<file path="src/ex_pkg.sv">
`default_nettype none

package ex_pkg;

    localparam int XLEN       = 32;
    localparam int REG_ADDR_W = 5;

    // where the result of an instruction goes
    typedef enum logic [1:0] {
        ZONE_NONE    = 2'd0,
        ZONE_LOADQ   = 2'd1,
        ZONE_STOREQ  = 2'd2,
        ZONE_REGFILE = 2'd3
    } zone_e;

    typedef enum logic [3:0] {
        ALU_ADD  = 4'd0,
        ALU_SUB  = 4'd1,
        ALU_AND  = 4'd2,
        ALU_OR   = 4'd3,
        ALU_XOR  = 4'd4,
        ALU_SLL  = 4'd5,
        ALU_SRL  = 4'd6,
        ALU_SRA  = 4'd7,
        ALU_SLT  = 4'd8,
        ALU_SLTU = 4'd9
    } alu_op_e;

    // branch compare codes, same encoding as funct3
    typedef enum logic [2:0] {
        CMP_BEQ  = 3'b000,
        CMP_BNE  = 3'b001,
        CMP_BLT  = 3'b100,
        CMP_BGE  = 3'b101,
        CMP_BLTU = 3'b110,
        CMP_BGEU = 3'b111
    } cmp_op_e;

    typedef enum logic [0:0] {
        SOFID_RUN  = 1'b0,
        SOFID_JUMP = 1'b1
    } sofid_e;

    // mcause codes, none is the value out of reset
    typedef enum logic [XLEN-1:0] {
        CAUSE_NONE             = 32'd0,
        CAUSE_LOAD_MISALIGNED  = 32'd4,
        CAUSE_STORE_MISALIGNED = 32'd6,
        CAUSE_ECALL            = 32'd11
    } cause_e;

    typedef enum logic [2:0] {
        MEM_BYTE = 3'd0,
        MEM_HALF = 3'd1,
        MEM_WORD = 3'd2
    } mem_size_e;

    // --------------------------------------------------
    // bundles
    // --------------------------------------------------
    typedef struct packed {
        logic [XLEN-1:0]       pc;
        logic [1:0]            ins_size;
        sofid_e                sofid;
        zone_e                 zone;
        logic                  cond;
        logic                  jump;
        logic                  link;
        logic                  ecall;
        logic                  mret;
        alu_op_e               alu_op;
        logic [XLEN-1:0]       operand_left;
        logic [XLEN-1:0]       operand_right;
        logic [XLEN-1:0]       regs1_data;
        logic [XLEN-1:0]       cmp_right;
        logic [XLEN-1:0]       regs2_data;
        logic [REG_ADDR_W-1:0] regd_addr;
        logic [2:0]            funct3;
    } ex_req_t;

    typedef struct packed {
        logic                  valid;
        logic [XLEN-1:0]       pc;
        logic [XLEN-1:0]       pc_inc;
        logic                  lq_wr;
        logic                  sq_wr;
        logic                  regd_wr;
        logic                  cond;
        logic                  jump;
        logic                  link;
        logic                  ecall;
        logic                  mret;
        logic [XLEN-1:0]       regs2_data;
        logic [REG_ADDR_W-1:0] regd_addr;
        logic [2:0]            funct3;
    } ex_slot_t;

    typedef struct packed {
        logic [2:0]            funct3;
        logic [REG_ADDR_W-1:0] regd_addr;
        logic [XLEN-1:0]       regs2_data;
        logic [XLEN-1:0]       addr;
    } lsq_req_t;

    typedef struct packed {
        logic                  wr;
        logic                  cncl_load;
        logic [REG_ADDR_W-1:0] addr;
        logic [XLEN-1:0]       data;
    } wb_t;

endpackage

`default_nettype wire

</file>
<file path="src/ex_alu.sv">
`timescale 1ns/1ps
`default_nettype none

module ex_alu
    import ex_pkg::*;
(
    input  wire              clk_i,
    input  wire              reset_i,
    input  wire              stage_en_i,
    input  wire alu_op_e     alu_op_i,
    input  wire [XLEN-1:0]   op_left_i,
    input  wire [XLEN-1:0]   op_right_i,
    input  wire [2:0]        cmp_op_i,
    input  wire [XLEN-1:0]   cmp_left_i,
    input  wire [XLEN-1:0]   cmp_right_i,
    output logic [XLEN-1:0]  result_o,
    output logic             cmp_o
);

    logic [XLEN-1:0] result_d;
    logic            cmp_d;
    logic [4:0]      shamt;

    assign shamt = op_right_i[4:0];

    // --------------------------------------------------
    // arithmetic and logic
    // --------------------------------------------------
    always_comb begin
        case (alu_op_i)
            ALU_ADD:  result_d = op_left_i + op_right_i;
            ALU_SUB:  result_d = op_left_i - op_right_i;
            ALU_AND:  result_d = op_left_i & op_right_i;
            ALU_OR:   result_d = op_left_i | op_right_i;
            ALU_XOR:  result_d = op_left_i ^ op_right_i;
            ALU_SLL:  result_d = op_left_i << shamt;
            ALU_SRL:  result_d = op_left_i >> shamt;
            ALU_SRA:  result_d = $signed(op_left_i) >>> shamt;
            ALU_SLT:  result_d = {{(XLEN-1){1'b0}}, $signed(op_left_i) < $signed(op_right_i)};
            ALU_SLTU: result_d = {{(XLEN-1){1'b0}}, op_left_i < op_right_i};
            default:  result_d = '0;
        endcase
    end

    // --------------------------------------------------
    // branch comparator
    // --------------------------------------------------
    always_comb begin
        case (cmp_op_i)
            CMP_BEQ:  cmp_d = (cmp_left_i == cmp_right_i);
            CMP_BNE:  cmp_d = (cmp_left_i != cmp_right_i);
            CMP_BLT:  cmp_d = ($signed(cmp_left_i) < $signed(cmp_right_i));
            CMP_BGE:  cmp_d = ($signed(cmp_left_i) >= $signed(cmp_right_i));
            CMP_BLTU: cmp_d = (cmp_left_i < cmp_right_i);
            CMP_BGEU: cmp_d = (cmp_left_i >= cmp_right_i);
            default:  cmp_d = 1'b0;
        endcase
    end

    // both registers line up with the pipeline register
    always_ff @(posedge clk_i) begin
        if (reset_i) begin
            cmp_o <= 1'b0;
        end else if (stage_en_i) begin
            cmp_o <= cmp_d;
        end
    end

    always_ff @(posedge clk_i) begin
        if (stage_en_i) begin
            result_o <= result_d;
        end
    end

endmodule

`default_nettype wire

</file>
<file path="src/ex_commit_ctrl.sv">
`timescale 1ns/1ps
`default_nettype none

module ex_commit_ctrl
    import ex_pkg::*;
(
    input  wire             clk_i,
    input  wire             reset_i,
    input  wire             ids_valid_i,
    input  wire sofid_e     sofid_i,
    input  wire ex_slot_t   slot_i,
    input  wire [XLEN-1:0]  alu_result_i,
    input  wire             cmp_i,
    input  wire             trap_i,
    input  wire [XLEN-1:0]  trap_addr_i,
    input  wire [XLEN-1:0]  rtn_addr_i,
    input  wire             lsq_full_i,
    output logic            stage_en_o,
    output logic            ex_valid_o,
    output logic            commit_o,
    output logic            ids_stall_o,
    output logic            lsq_lq_wr_o,
    output logic            lsq_sq_wr_o,
    output lsq_req_t        lsq_req_o,
    output wb_t             wb_o,
    output logic            pfu_jump_o,
    output logic [XLEN-1:0] pfu_jump_addr_o
);

    sofid_e sofid_q;
    logic   jump;
    logic   lsq_access;

    // --------------------------------------------------
    // instruction qualification
    // --------------------------------------------------
    assign ex_valid_o = slot_i.valid & (sofid_q == SOFID_RUN);
    assign commit_o   = ex_valid_o & (cmp_i | ~slot_i.cond) & ~trap_i;

    // wrong-path instructions are dropped until a jump-tagged one arrives
    always_ff @(posedge clk_i) begin
        if (reset_i) begin
            sofid_q <= SOFID_RUN;
        end else if (stage_en_o) begin
            if (jump) begin
                sofid_q <= SOFID_JUMP;
            end else if (ids_valid_i && sofid_i == SOFID_JUMP) begin
                sofid_q <= SOFID_RUN;
            end
        end
    end

    // --------------------------------------------------
    // stall controller
    // --------------------------------------------------
    assign lsq_access  = slot_i.lq_wr | slot_i.sq_wr;
    assign ids_stall_o = commit_o & lsq_full_i & lsq_access;
    assign stage_en_o  = ~ids_stall_o;

    // --------------------------------------------------
    // hart vectoring
    // --------------------------------------------------
    assign jump       = (commit_o & (slot_i.jump | slot_i.mret)) | trap_i;
    assign pfu_jump_o = stage_en_o & jump;

    always_comb begin
        if (trap_i) begin
            pfu_jump_addr_o = trap_addr_i;
        end else if (slot_i.mret) begin
            pfu_jump_addr_o = rtn_addr_i;
        end else begin
            pfu_jump_addr_o = {alu_result_i[XLEN-1:1], 1'b0};
        end
    end

    // --------------------------------------------------
    // commit outputs
    // --------------------------------------------------
    assign lsq_lq_wr_o = stage_en_o & commit_o & slot_i.lq_wr;
    assign lsq_sq_wr_o = stage_en_o & commit_o & slot_i.sq_wr;

    always_comb begin
        lsq_req_o.funct3     = slot_i.funct3;
        lsq_req_o.regd_addr  = slot_i.regd_addr;
        lsq_req_o.regs2_data = slot_i.regs2_data;
        lsq_req_o.addr       = alu_result_i;
    end

    always_comb begin
        wb_o.wr        = stage_en_o & commit_o & slot_i.regd_wr;
        // frees the register reserved by a load that will not issue
        wb_o.cncl_load = stage_en_o & ~commit_o & slot_i.valid & slot_i.lq_wr;
        wb_o.addr      = slot_i.regd_addr;
        // link writes the return address
        if (slot_i.link) begin
            wb_o.data = slot_i.pc_inc;
        end else begin
            wb_o.data = alu_result_i;
        end
    end

    // a redirect is never held back by the stall
    a_jump_enabled : assert property (
        @(posedge clk_i) disable iff (reset_i) jump |-> stage_en_o
    );

endmodule

`default_nettype wire

</file>
<file path="src/ex_pipe_reg.sv">
`timescale 1ns/1ps
`default_nettype none

module ex_pipe_reg
    import ex_pkg::*;
(
    input  wire           clk_i,
    input  wire           reset_i,
    input  wire           stage_en_i,
    input  wire           valid_i,
    input  wire ex_req_t  req_i,
    output ex_slot_t      slot_o,
    output sofid_e        sofid_o
);

    ex_slot_t slot_d;
    ex_slot_t slot_q;
    logic     lq_wr_d;
    logic     sq_wr_d;
    logic     regd_wr_d;

    // incoming tag goes straight to the qualifier
    assign sofid_o = req_i.sofid;

    // --------------------------------------------------
    // zone decode
    // --------------------------------------------------
    always_comb begin
        lq_wr_d   = 1'b0;
        sq_wr_d   = 1'b0;
        regd_wr_d = 1'b0;
        case (req_i.zone)
            ZONE_LOADQ:   lq_wr_d   = 1'b1;
            ZONE_STOREQ:  sq_wr_d   = 1'b1;
            ZONE_REGFILE: regd_wr_d = 1'b1;
            default: begin
            end
        endcase
    end

    // --------------------------------------------------
    // next slot contents
    // --------------------------------------------------
    always_comb begin
        slot_d.valid      = valid_i;
        slot_d.pc         = req_i.pc;
        // ins_size counts 16-bit parcels
        slot_d.pc_inc     = req_i.pc + {{(XLEN-3){1'b0}}, req_i.ins_size, 1'b0};
        slot_d.lq_wr      = lq_wr_d;
        slot_d.sq_wr      = sq_wr_d;
        slot_d.regd_wr    = regd_wr_d;
        slot_d.cond       = req_i.cond;
        slot_d.jump       = req_i.jump;
        slot_d.link       = req_i.link;
        slot_d.ecall      = req_i.ecall;
        slot_d.mret       = req_i.mret;
        slot_d.regs2_data = req_i.regs2_data;
        slot_d.regd_addr  = req_i.regd_addr;
        slot_d.funct3     = req_i.funct3;
    end

    // only valid is cleared, the rest is payload
    always_ff @(posedge clk_i) begin
        if (reset_i) begin
            slot_q.valid <= 1'b0;
        end else if (stage_en_i) begin
            slot_q <= slot_d;
        end
    end

    assign slot_o = slot_q;

    // a latched instruction has at most one destination
    a_one_zone : assert property (
        @(posedge clk_i) disable iff (reset_i)
        slot_q.valid |-> $onehot0({slot_q.lq_wr, slot_q.sq_wr, slot_q.regd_wr})
    );

endmodule

`default_nettype wire

</file>
<file path="src/ex_stage.sv">
`timescale 1ns/1ps
`default_nettype none

module ex_stage
    import ex_pkg::*;
#(
    parameter logic [XLEN-1:0] TRAP_VECTOR = 32'h100
) (
    input  wire             clk_i,
    input  wire             reset_i,
    // decoder
    input  wire             ids_valid_i,
    input  wire ex_req_t    ids_req_i,
    output logic            ids_stall_o,
    // load/store queue
    input  wire             lsq_full_i,
    output logic            lsq_lq_wr_o,
    output logic            lsq_sq_wr_o,
    output lsq_req_t        lsq_req_o,
    // register write-back
    output wb_t             wb_o,
    // prefetch redirect
    output logic            pfu_jump_o,
    output logic [XLEN-1:0] pfu_jump_addr_o,
    output logic            trap_o,
    output cause_e          trap_cause_o
);

    ex_slot_t        slot;
    sofid_e          sofid;
    logic            stage_en;
    logic            ex_valid;
    logic            commit;
    logic            alu_cmp;
    logic [XLEN-1:0] alu_result;
    logic [XLEN-1:0] trap_addr;
    logic [XLEN-1:0] rtn_addr;

    ex_pipe_reg u_pipe_reg (
        .clk_i      (clk_i),
        .reset_i    (reset_i),
        .stage_en_i (stage_en),
        .valid_i    (ids_valid_i),
        .req_i      (ids_req_i),
        .slot_o     (slot),
        .sofid_o    (sofid)
    );

    ex_alu u_alu (
        .clk_i       (clk_i),
        .reset_i     (reset_i),
        .stage_en_i  (stage_en),
        .alu_op_i    (ids_req_i.alu_op),
        .op_left_i   (ids_req_i.operand_left),
        .op_right_i  (ids_req_i.operand_right),
        .cmp_op_i    (ids_req_i.funct3),
        .cmp_left_i  (ids_req_i.regs1_data),
        .cmp_right_i (ids_req_i.cmp_right),
        .result_o    (alu_result),
        .cmp_o       (alu_cmp)
    );

    ex_trap_unit #(
        .TRAP_VECTOR (TRAP_VECTOR)
    ) u_trap_unit (
        .clk_i        (clk_i),
        .reset_i      (reset_i),
        .ex_valid_i   (ex_valid),
        .slot_i       (slot),
        .alu_result_i (alu_result),
        .commit_i     (commit),
        .trap_o       (trap_o),
        .trap_addr_o  (trap_addr),
        .rtn_addr_o   (rtn_addr),
        .cause_o      (trap_cause_o)
    );

    ex_commit_ctrl u_commit_ctrl (
        .clk_i           (clk_i),
        .reset_i         (reset_i),
        .ids_valid_i     (ids_valid_i),
        .sofid_i         (sofid),
        .slot_i          (slot),
        .alu_result_i    (alu_result),
        .cmp_i           (alu_cmp),
        .trap_i          (trap_o),
        .trap_addr_i     (trap_addr),
        .rtn_addr_i      (rtn_addr),
        .lsq_full_i      (lsq_full_i),
        .stage_en_o      (stage_en),
        .ex_valid_o      (ex_valid),
        .commit_o        (commit),
        .ids_stall_o     (ids_stall_o),
        .lsq_lq_wr_o     (lsq_lq_wr_o),
        .lsq_sq_wr_o     (lsq_sq_wr_o),
        .lsq_req_o       (lsq_req_o),
        .wb_o            (wb_o),
        .pfu_jump_o      (pfu_jump_o),
        .pfu_jump_addr_o (pfu_jump_addr_o)
    );

endmodule

`default_nettype wire

</file>
<file path="src/ex_trap_unit.sv">
`timescale 1ns/1ps
`default_nettype none

module ex_trap_unit
    import ex_pkg::*;
#(
    parameter logic [XLEN-1:0] TRAP_VECTOR = 32'h100
) (
    input  wire             clk_i,
    input  wire             reset_i,
    input  wire             ex_valid_i,
    input  wire ex_slot_t   slot_i,
    input  wire [XLEN-1:0]  alu_result_i,
    input  wire             commit_i,
    output logic            trap_o,
    output logic [XLEN-1:0] trap_addr_o,
    output logic [XLEN-1:0] rtn_addr_o,
    output cause_e          cause_o
);

    logic            excp_ecall;
    logic            excp_mala;
    logic            excp_masa;
    logic            misaligned;
    cause_e          cause_d;
    cause_e          cause_q;
    logic [XLEN-1:0] trap_pc_q;

    // --------------------------------------------------
    // exception detection
    // --------------------------------------------------
    // alu result is the load/store address here
    always_comb begin
        case (slot_i.funct3)
            MEM_HALF: misaligned = alu_result_i[0];
            MEM_WORD: misaligned = |alu_result_i[1:0];
            default:  misaligned = 1'b0;
        endcase
    end

    assign excp_ecall = slot_i.ecall;
    assign excp_mala  = slot_i.lq_wr & misaligned;
    assign excp_masa  = slot_i.sq_wr & misaligned;

    // a trapping slot never commits, so it never stalls the stage
    assign trap_o = ex_valid_i & (excp_ecall | excp_mala | excp_masa);

    // ecall wins, then load, then store
    always_comb begin
        if (excp_ecall) begin
            cause_d = CAUSE_ECALL;
        end else if (excp_mala) begin
            cause_d = CAUSE_LOAD_MISALIGNED;
        end else if (excp_masa) begin
            cause_d = CAUSE_STORE_MISALIGNED;
        end else begin
            cause_d = CAUSE_NONE;
        end
    end

    // --------------------------------------------------
    // trap pc and cause
    // --------------------------------------------------
    always_ff @(posedge clk_i) begin
        if (reset_i) begin
            cause_q <= CAUSE_NONE;
        end else if (trap_o) begin
            cause_q <= cause_d;
        end
    end

    always_ff @(posedge clk_i) begin
        if (trap_o) begin
            trap_pc_q <= slot_i.pc;
        end
    end

    assign trap_addr_o = TRAP_VECTOR;
    assign rtn_addr_o  = trap_pc_q;
    // live cause while trapping, held one afterwards
    assign cause_o     = trap_o ? cause_d : cause_q;

    a_trap_needs_slot : assert property (
        @(posedge clk_i) disable iff (reset_i) trap_o |-> slot_i.valid
    );

    a_trap_no_commit : assert property (
        @(posedge clk_i) disable iff (reset_i) commit_i |-> !trap_o
    );

endmodule

`default_nettype wire

</file>
<file path="config.mk">
export PLATFORM = sky130hd
export DESIGN_NAME = ex_stage
export DESIGN_NICKNAME = d
export VERILOG_FILES = /design/src/ex_pkg.sv /design/src/ex_alu.sv /design/src/ex_commit_ctrl.sv /design/src/ex_pipe_reg.sv /design/src/ex_stage.sv /design/src/ex_trap_unit.sv
export SDC_FILE = /design/constraint.sdc
export NUM_CORES = 1
export LEC_CHECK = 0
export BUFFER_PORTS_ARGS = -buffer_cell sky130_fd_sc_hd__buf_2
export CORE_ASPECT_RATIO = 0.7
export CORE_MARGIN = 2
export CORE_UTILIZATION = 42
export CTS_BUF_LIST = sky130_fd_sc_hd__clkbuf_16
export CTS_CLUSTER_SIZE = 40
export DETAILED_ROUTE_END_ITERATION = 7
export GPL_ROUTABILITY_DRIVEN = 0
export GPL_TIMING_DRIVEN = 1
export SLEW_MARGIN = 10
export SYNTH_ARGS = -nofsm -noshare
export SYNTH_HDL_FRONTEND = slang
export SYNTH_SLANG_ARGS = --single-unit
</file>
<file path="constraint.sdc">
create_clock -name clk_i -period 9.6 [get_ports clk_i]
set_input_delay 0.96 -clock clk_i [delete_from_list [all_inputs] [get_ports clk_i]]
set_output_delay 0.96 -clock clk_i [all_outputs]
set_load 0.1 [all_outputs]
</file>
==> results of run 1 <==
[state kept, by name (all words and copies together), names as in the netlist]
register                cells
u_trap_unit.cause_q        32
u_alu.cmp_o                 1
u_pipe_reg.slot_o         112
u_commit_ctrl.sofid_q       1
u_trap_unit.rtn_addr_o     32
u_alu.result_o             32
[power by group through the flow]
| stage | sequential [W] | combinational (W) | clock (W) |
|---|---|---|---|
| final | 0.00110 | 0.00129 | 0.000780 |
| after global routing | 0.00110 | 0.00135 | 0.000834 |
| after CTS | 0.00110 | 0.00127 | 0.000799 |
| after detailed placement | 0.00112 | 0.00126 | 0 |
| after global placement | 0.00112 | 0.00126 | 0 |
| after floorplan | 0.00126 | 0.000821 | 0 |
[path summary, 6_finish.rpt]
kind,cells past startpoint,start,endpoint,slack [ns]
min reg2reg,0,u_pipe_reg.slot_o[111],u_trap_unit.rtn_addr_o[31],0.42
max reg2reg,9,u_alu.result_o[1],u_pipe_reg.slot_o[58],5.34
max,14,ids_req_i[107],u_alu.result_o[28],4.74
min,0,u_pipe_reg.slot_o[111],u_trap_unit.rtn_addr_o[31],0.42
[layer usage]
| metal | wire, um | up-vias | global-route usage [%] |
|---|---|---|---|
| met5 | 0 | - | 0 |
| met4 | 1540 | 0 | 5.84 |
| met3 | 6820 | 121 | 5.81 |
| met2 | 27000 | 940 | 41.4 |
| met1 | 27800 | 8066 | 42.0 |
| li1 | - | 7735 | - |
[worst max-delay path, cell delays in order]
cell	delay [ns]
buf_2	0.08
buf_4	0.56
inv_2	0.49
ha_1	0.53
nand2b_1	0.12
o2111ai_1	0.18
a32oi_2	0.38
a2111oi_4	0.20
a2111oi_2	0.71
nand2b_1	0.27
nand2_1	0.10
o211a_1	0.24
nor3_1	0.12
o21ai_1	0.11
[synthesized netlist by cell type, drive strengths merged, types with 19 or more instances]
| cell | n | area (um^2) |
|---|---|---|
| a211oi | 35 | 268 |
| a21o | 24 | 180 |
| a21oi | 161 | 810 |
| a221oi | 25 | 219 |
| and2 | 41 | 257 |
| buf | 83 | 533 |
| clkbuf | 76 | 285 |
| dfxtp | 35 | 701 |
| edfxtp | 175 | 5260 |
| ha | 134 | 1680 |
| inv | 140 | 526 |
| mux2 | 42 | 473 |
| mux2i | 73 | 731 |
| mux4 | 19 | 428 |
| nand2 | 137 | 514 |
| nand3 | 29 | 145 |
| nor2 | 240 | 901 |
| nor2b | 43 | 269 |
| nor3 | 37 | 190 |
| o211ai | 26 | 195 |
| o21ai | 130 | 651 |
| xnor2 | 29 | 254 |
[cell type report]
class,instances,area share [%]
inverters,143,2.66
well taps,544,3.37
clock buffers,21,2.60
clock inverters,16,0.521
diodes,5,0.0620
repair buffers,419,10.7
flip-flops and latches,210,29.5
multi-input cells,1474,50.6
[placed cells by master, fill, tap and decap left out, types with 23 or more instances in the layout]
| cell type | instances |
|---|---|
| buf_2 | 396 |
| nor2_1 | 239 |
| edfxtp_1 | 175 |
| a21oi_1 | 160 |
| inv_1 | 143 |
| nand2_1 | 137 |
| ha_1 | 134 |
| o21ai_0 | 112 |
| mux2i_1 | 73 |
| nor2b_1 | 43 |
| and2_1 | 41 |
| mux2_2 | 40 |
| nor3_1 | 36 |
| dfxtp_1 | 35 |
| a211oi_1 | 34 |
| xnor2_1 | 29 |
| nand3_1 | 29 |
| o211ai_1 | 26 |
| a221oi_1 | 25 |
| a21o_1 | 24 |
| buf_4 | 23 |
[cell families after synthesis]
group / count (synthesis) / share of synthesized area (%)
simple gates: 604 / 15.9
compound gates: 561 / 21.1
buf+inv: 302 / 7.75
flops: 210 / 34.0
fa+ha+maj: 137 / 9.93
mux: 134 / 9.33
xor+xnor: 38 / 1.90
[stage by stage]
stage                     std cells  hold slack, ns  area, um^2  utilization, %  power, W
after floorplan                1986           0.400       17500               -   0.00208
after global placement         2790           0.400       19500            47.6   0.00238
after detailed placement       2790           0.405       19500            47.6   0.00238
after CTS                      2827           0.419       20200            49.1   0.00317
after global routing           2832           0.421       20200            49.2   0.00328
final                          2832           0.418       20200            49.2   0.00317
==> impl_metrics.ini, run 1 <==
[sta]
setup_tns_ns = 0
fmax_ghz = 0.206
setup_viol = 0
hold_violations = 0
final.setup_skew_ns = 0.00861
timing.slew.headroom_pct = 25.5
setup_ws_ns = 4.74
period_share_pct = 50.6
period_needed_ns = 4.86
grt_setup_unrepaired = no
drv_slew = 0
worst_slew_pin_slew_ns = 1.12

[synth]
syn_area_mm2 = 0.0175
synth_nets = 2341
synth_warnings = 0
synth_edf_count = 175
synthFlopType = edfxtp_1
seq_area_frac_synth_pct = 34.0
async_flop_share_pct = 0
syn_inst = 1986
ys_types = 81
synth-seq-cells = 210
synth.avg_cell_area_um2 = 8.81

[finish]
nNetsFinal = 2624
seqCellArea_mm2 = 0.00596
multi_input_area_mm2 = 0.0102
num-fill-cells = 4002
area_growth_pct = 15.3
drive_gt1_share_pct = 23.3

[clock_tree]
clkSinkCount = 210
cts-root-buf = clkbuf_16
htree_levels = 1
clock_latency_ns = 0.50
postCtsSetupRepairBufs = 0
hold_buffers = 0
clockBufferDepth = 3
path_clk_slew_ns = 0.06
cts_tree = yes
postCtsResizedCells = 0
cts_made_buffers = 21

[floorplan]
die_w_um = 248
pin_count = 398
core_mm2 = 0.0410
die_y_um = 175
fp-row-count = 62
start_util_pct = 42.6
die_area_mm2 = 0.0433

[place]
hpwl_um = 49500
portBuffers = 397
pre_cts_slack_ns = 4.41

[routing]
final_antenna_net_count = 0
route.detailed.drc = 0
drt-total-wl_um = 63200
wl_per_cell_um = 22.3
drt_iter0_drc = 2193
vias = 16862
firstDrtPassIters = 7
vias_per_cell = 5.95

[pwr]
pwr-share-clk_pct = 24.6
intPower_w = 0.00178
p_sw_w = 0.00139
switching_share_pct = 43.8
peakVddDrop_uv = 160
leakagePower_nw = 8.96
pwr-share-seq_pct = 34.7
p_comb_share_pct = 40.7
pwr_density_cell_mw_per_mm2 = 157

[global_route]
grt_usage_pct = 28.0
grt_pass1_wl_um = 94000
grt.overflow.total = 0
grt_max_degree = 77
antenna_found_initial = 5
grt_pass1_vias = 15453

[run]
maxCapViolCount = 0

[critical_path]
cp.arrival_ns = 5.11
critPathMaxFanout = 75
cp-end-kind = flip-flop
cp.required_ns = 9.85
path_class = input port to flip-flop
worstSetupStartpointType = input port

[run_status]
status = finished clean

[min_path]
hp-class = flip-flop to flip-flop
No activity file was read; power rests on OpenSTA's default activity.
==> run 2, diff against run 1 <==
==> constraint.sdc (replaced) <==
create_clock -name clk_i -period 4.7 [get_ports clk_i]
set_input_delay 0.47 -clock clk_i [delete_from_list [all_inputs] [get_ports clk_i]]
set_output_delay 0.47 -clock clk_i [all_outputs]
set_load 0.1 [all_outputs]
==> run 2 against run 1 <==
Against the previous run: the flow now finishes with violations (design-rule violations); largest power group unchanged; highest routed layer is now met5; final area increased by 0.84%; largest cell class unchanged; total power up 110%; critical endpoint is now ids_stall_o; cell count increased by 0.35%; sequential power rose by 100%.
==> impl_metrics.ini, run 2 (same netlist as run 1, synthesis figures left out) <==
[critical_path]
critPathMaxFanout = 35
cp.required_ns = 4.23
path_buf_inv = 2
path_class = flip-flop to output port
worstPathCellList = and3b_1, a21oi_1, nor3_2, nor3_1, nand2b_4, inv_6, buf_2
cp-end-kind = output port
critPathMaxStageDelay_ns = 0.61
worstSetupStartpointType = flip-flop
cpLargestDelayFamily = simple AND/OR/NAND/NOR gates
cp.arrival_ns = 3.37
critPathSlowestCell = nor3_1

[sta]
setup_ws_ns = 0.863
grt_setup_unrepaired = no
setup_viol = 0
hold_violations = 0
timing.slew.headroom_pct = 22.2
fmax_ghz = 0.261
period_share_pct = 81.6
worst_slew_pin_slew_ns = 1.16
drv_slew = 0
period_needed_ns = 3.84
final.setup_skew_ns = 0.0185

[floorplan]
die_w_um = 248
die_y_um = 175
pin_count = 398
start_util_pct = 42.6
core_mm2 = 0.0410
fp-row-count = 62
die_area_mm2 = 0.0433

[clock_tree]
cts_made_buffers = 20
clkSinkCount = 210
clockBufferDepth = 3
cts_tree = yes
postCtsResizedCells = 0
hold_buffers = 0
postCtsSetupRepairBufs = 0
clock_latency_ns = 0.50
path_clk_slew_ns = 0.07
htree_levels = 1
cts-root-buf = clkbuf_16

[finish]
layout_commonest_cell = buf_2
largest_reg_flops = 112
area_growth_pct = 16.3
layout_common_cells = 396 x buf_2, 239 x nor2_1, 175 x edfxtp_1
nNetsFinal = 2637
num-fill-cells = 3977
final_area_mm2 = 0.0203
final_core_util_pct = 49.6
drive_gt1_share_pct = 24.0

[routing]
drt-total-wl_um = 64900
vias = 17018
route.detailed.drc = 4
firstDrtPassIters = 8
drt_iter0_drc = 2445
vias_per_cell = 5.99
wl_per_cell_um = 22.8
final_antenna_net_count = 0

[place]
portBuffers = 397
placedInstanceArea_mm2 = 0.0197
hpwl_um = 51200
pre_cts_slack_ns = 0.743

[global_route]
grt_pass1_vias = 15803
grt_pass1_wl_um = 96900
antenna_found_initial = 4
grt_usage_pct = 29.0
grt_max_degree = 84
grt.overflow.total = 0

[run]
maxCapViolCount = 0

[pwr]
leakagePower_nw = 9.04
peakVddDrop_uv = 407
pwr_density_cell_mw_per_mm2 = 323
power_w = 0.00658

[run_status]
status = finished with violations
violations = design-rule violations

[min_path]
hp-class = input port to flip-flop
[run 2: report_power, final]
group	total, W	internal [W]	switching, W	leakage (nW)
sequential	0.00224	0.00216	0.0000846	2.02
clock	0.00168	0.000976	0.000703	0.327
combinational	0.00266	0.000608	0.00205	6.69
[run 2: area by class of cell]
class                           count  area [um^2]  area share, %
Inverter                          143          542           2.66
Antenna cell                        3         7.51         0.0369
Clock inverter                     14          148          0.726
Sequential cell                   210         5960           29.3
Timing Repair Buffer              433         2270           11.2
Tap cell                          544          681           3.35
Multi-Input combinational cell   1474        10200           50.2
Clock buffer                       21          526           2.58
[run 2: layer usage]
metal	part of all wire (%)	wire (um)	vias to the layer above	global-route usage, %
met5	0.15	97	-	2.26
met4	2.8	1800	6	6.01
met3	12	7720	156	8.59
met2	42	27100	999	41.5
met1	43	28200	8101	42.6
li1	-	-	7756	-
[run 2: metrics by stage]
stage / cells / hold slack [ns] / TNS [ns]
after floorplan: 1986 / 0.400 / -0.862
after global placement: 2804 / 0.400 / 0
after detailed placement: 2804 / 0.405 / 0
after CTS: 2839 / 0.120 / 0
after global routing: 2839 / 0.113 / 0
final: 2842 / 0.140 / 0
[run 2: worst register-to-register path, stage by stage, from the launching register on]
cell      delay (ns)
edfxtp_1        0.55
and3b_1         0.26
a21oi_1         0.21
nor3_2          0.10
nor3_1          0.61
nand2b_4        0.50
inv_6           0.18
nor2_4          0.09
buf_4           0.45
[run 2: final timing paths]
path | depth (start not counted) | start | slack, ns | to
worst max-delay path | 7 | u_alu.result_o[1] | 0.86 | ids_stall_o
worst min-delay path | 1 | ids_req_i[176] | 0.14 | u_pipe_reg.slot_o[44]
worst max register to register | 8 | u_alu.result_o[1] | 1.33 | u_pipe_reg.slot_o[10]
worst min register to register | 0 | u_pipe_reg.slot_o[88] | 0.42 | u_trap_unit.rtn_addr_o[8]
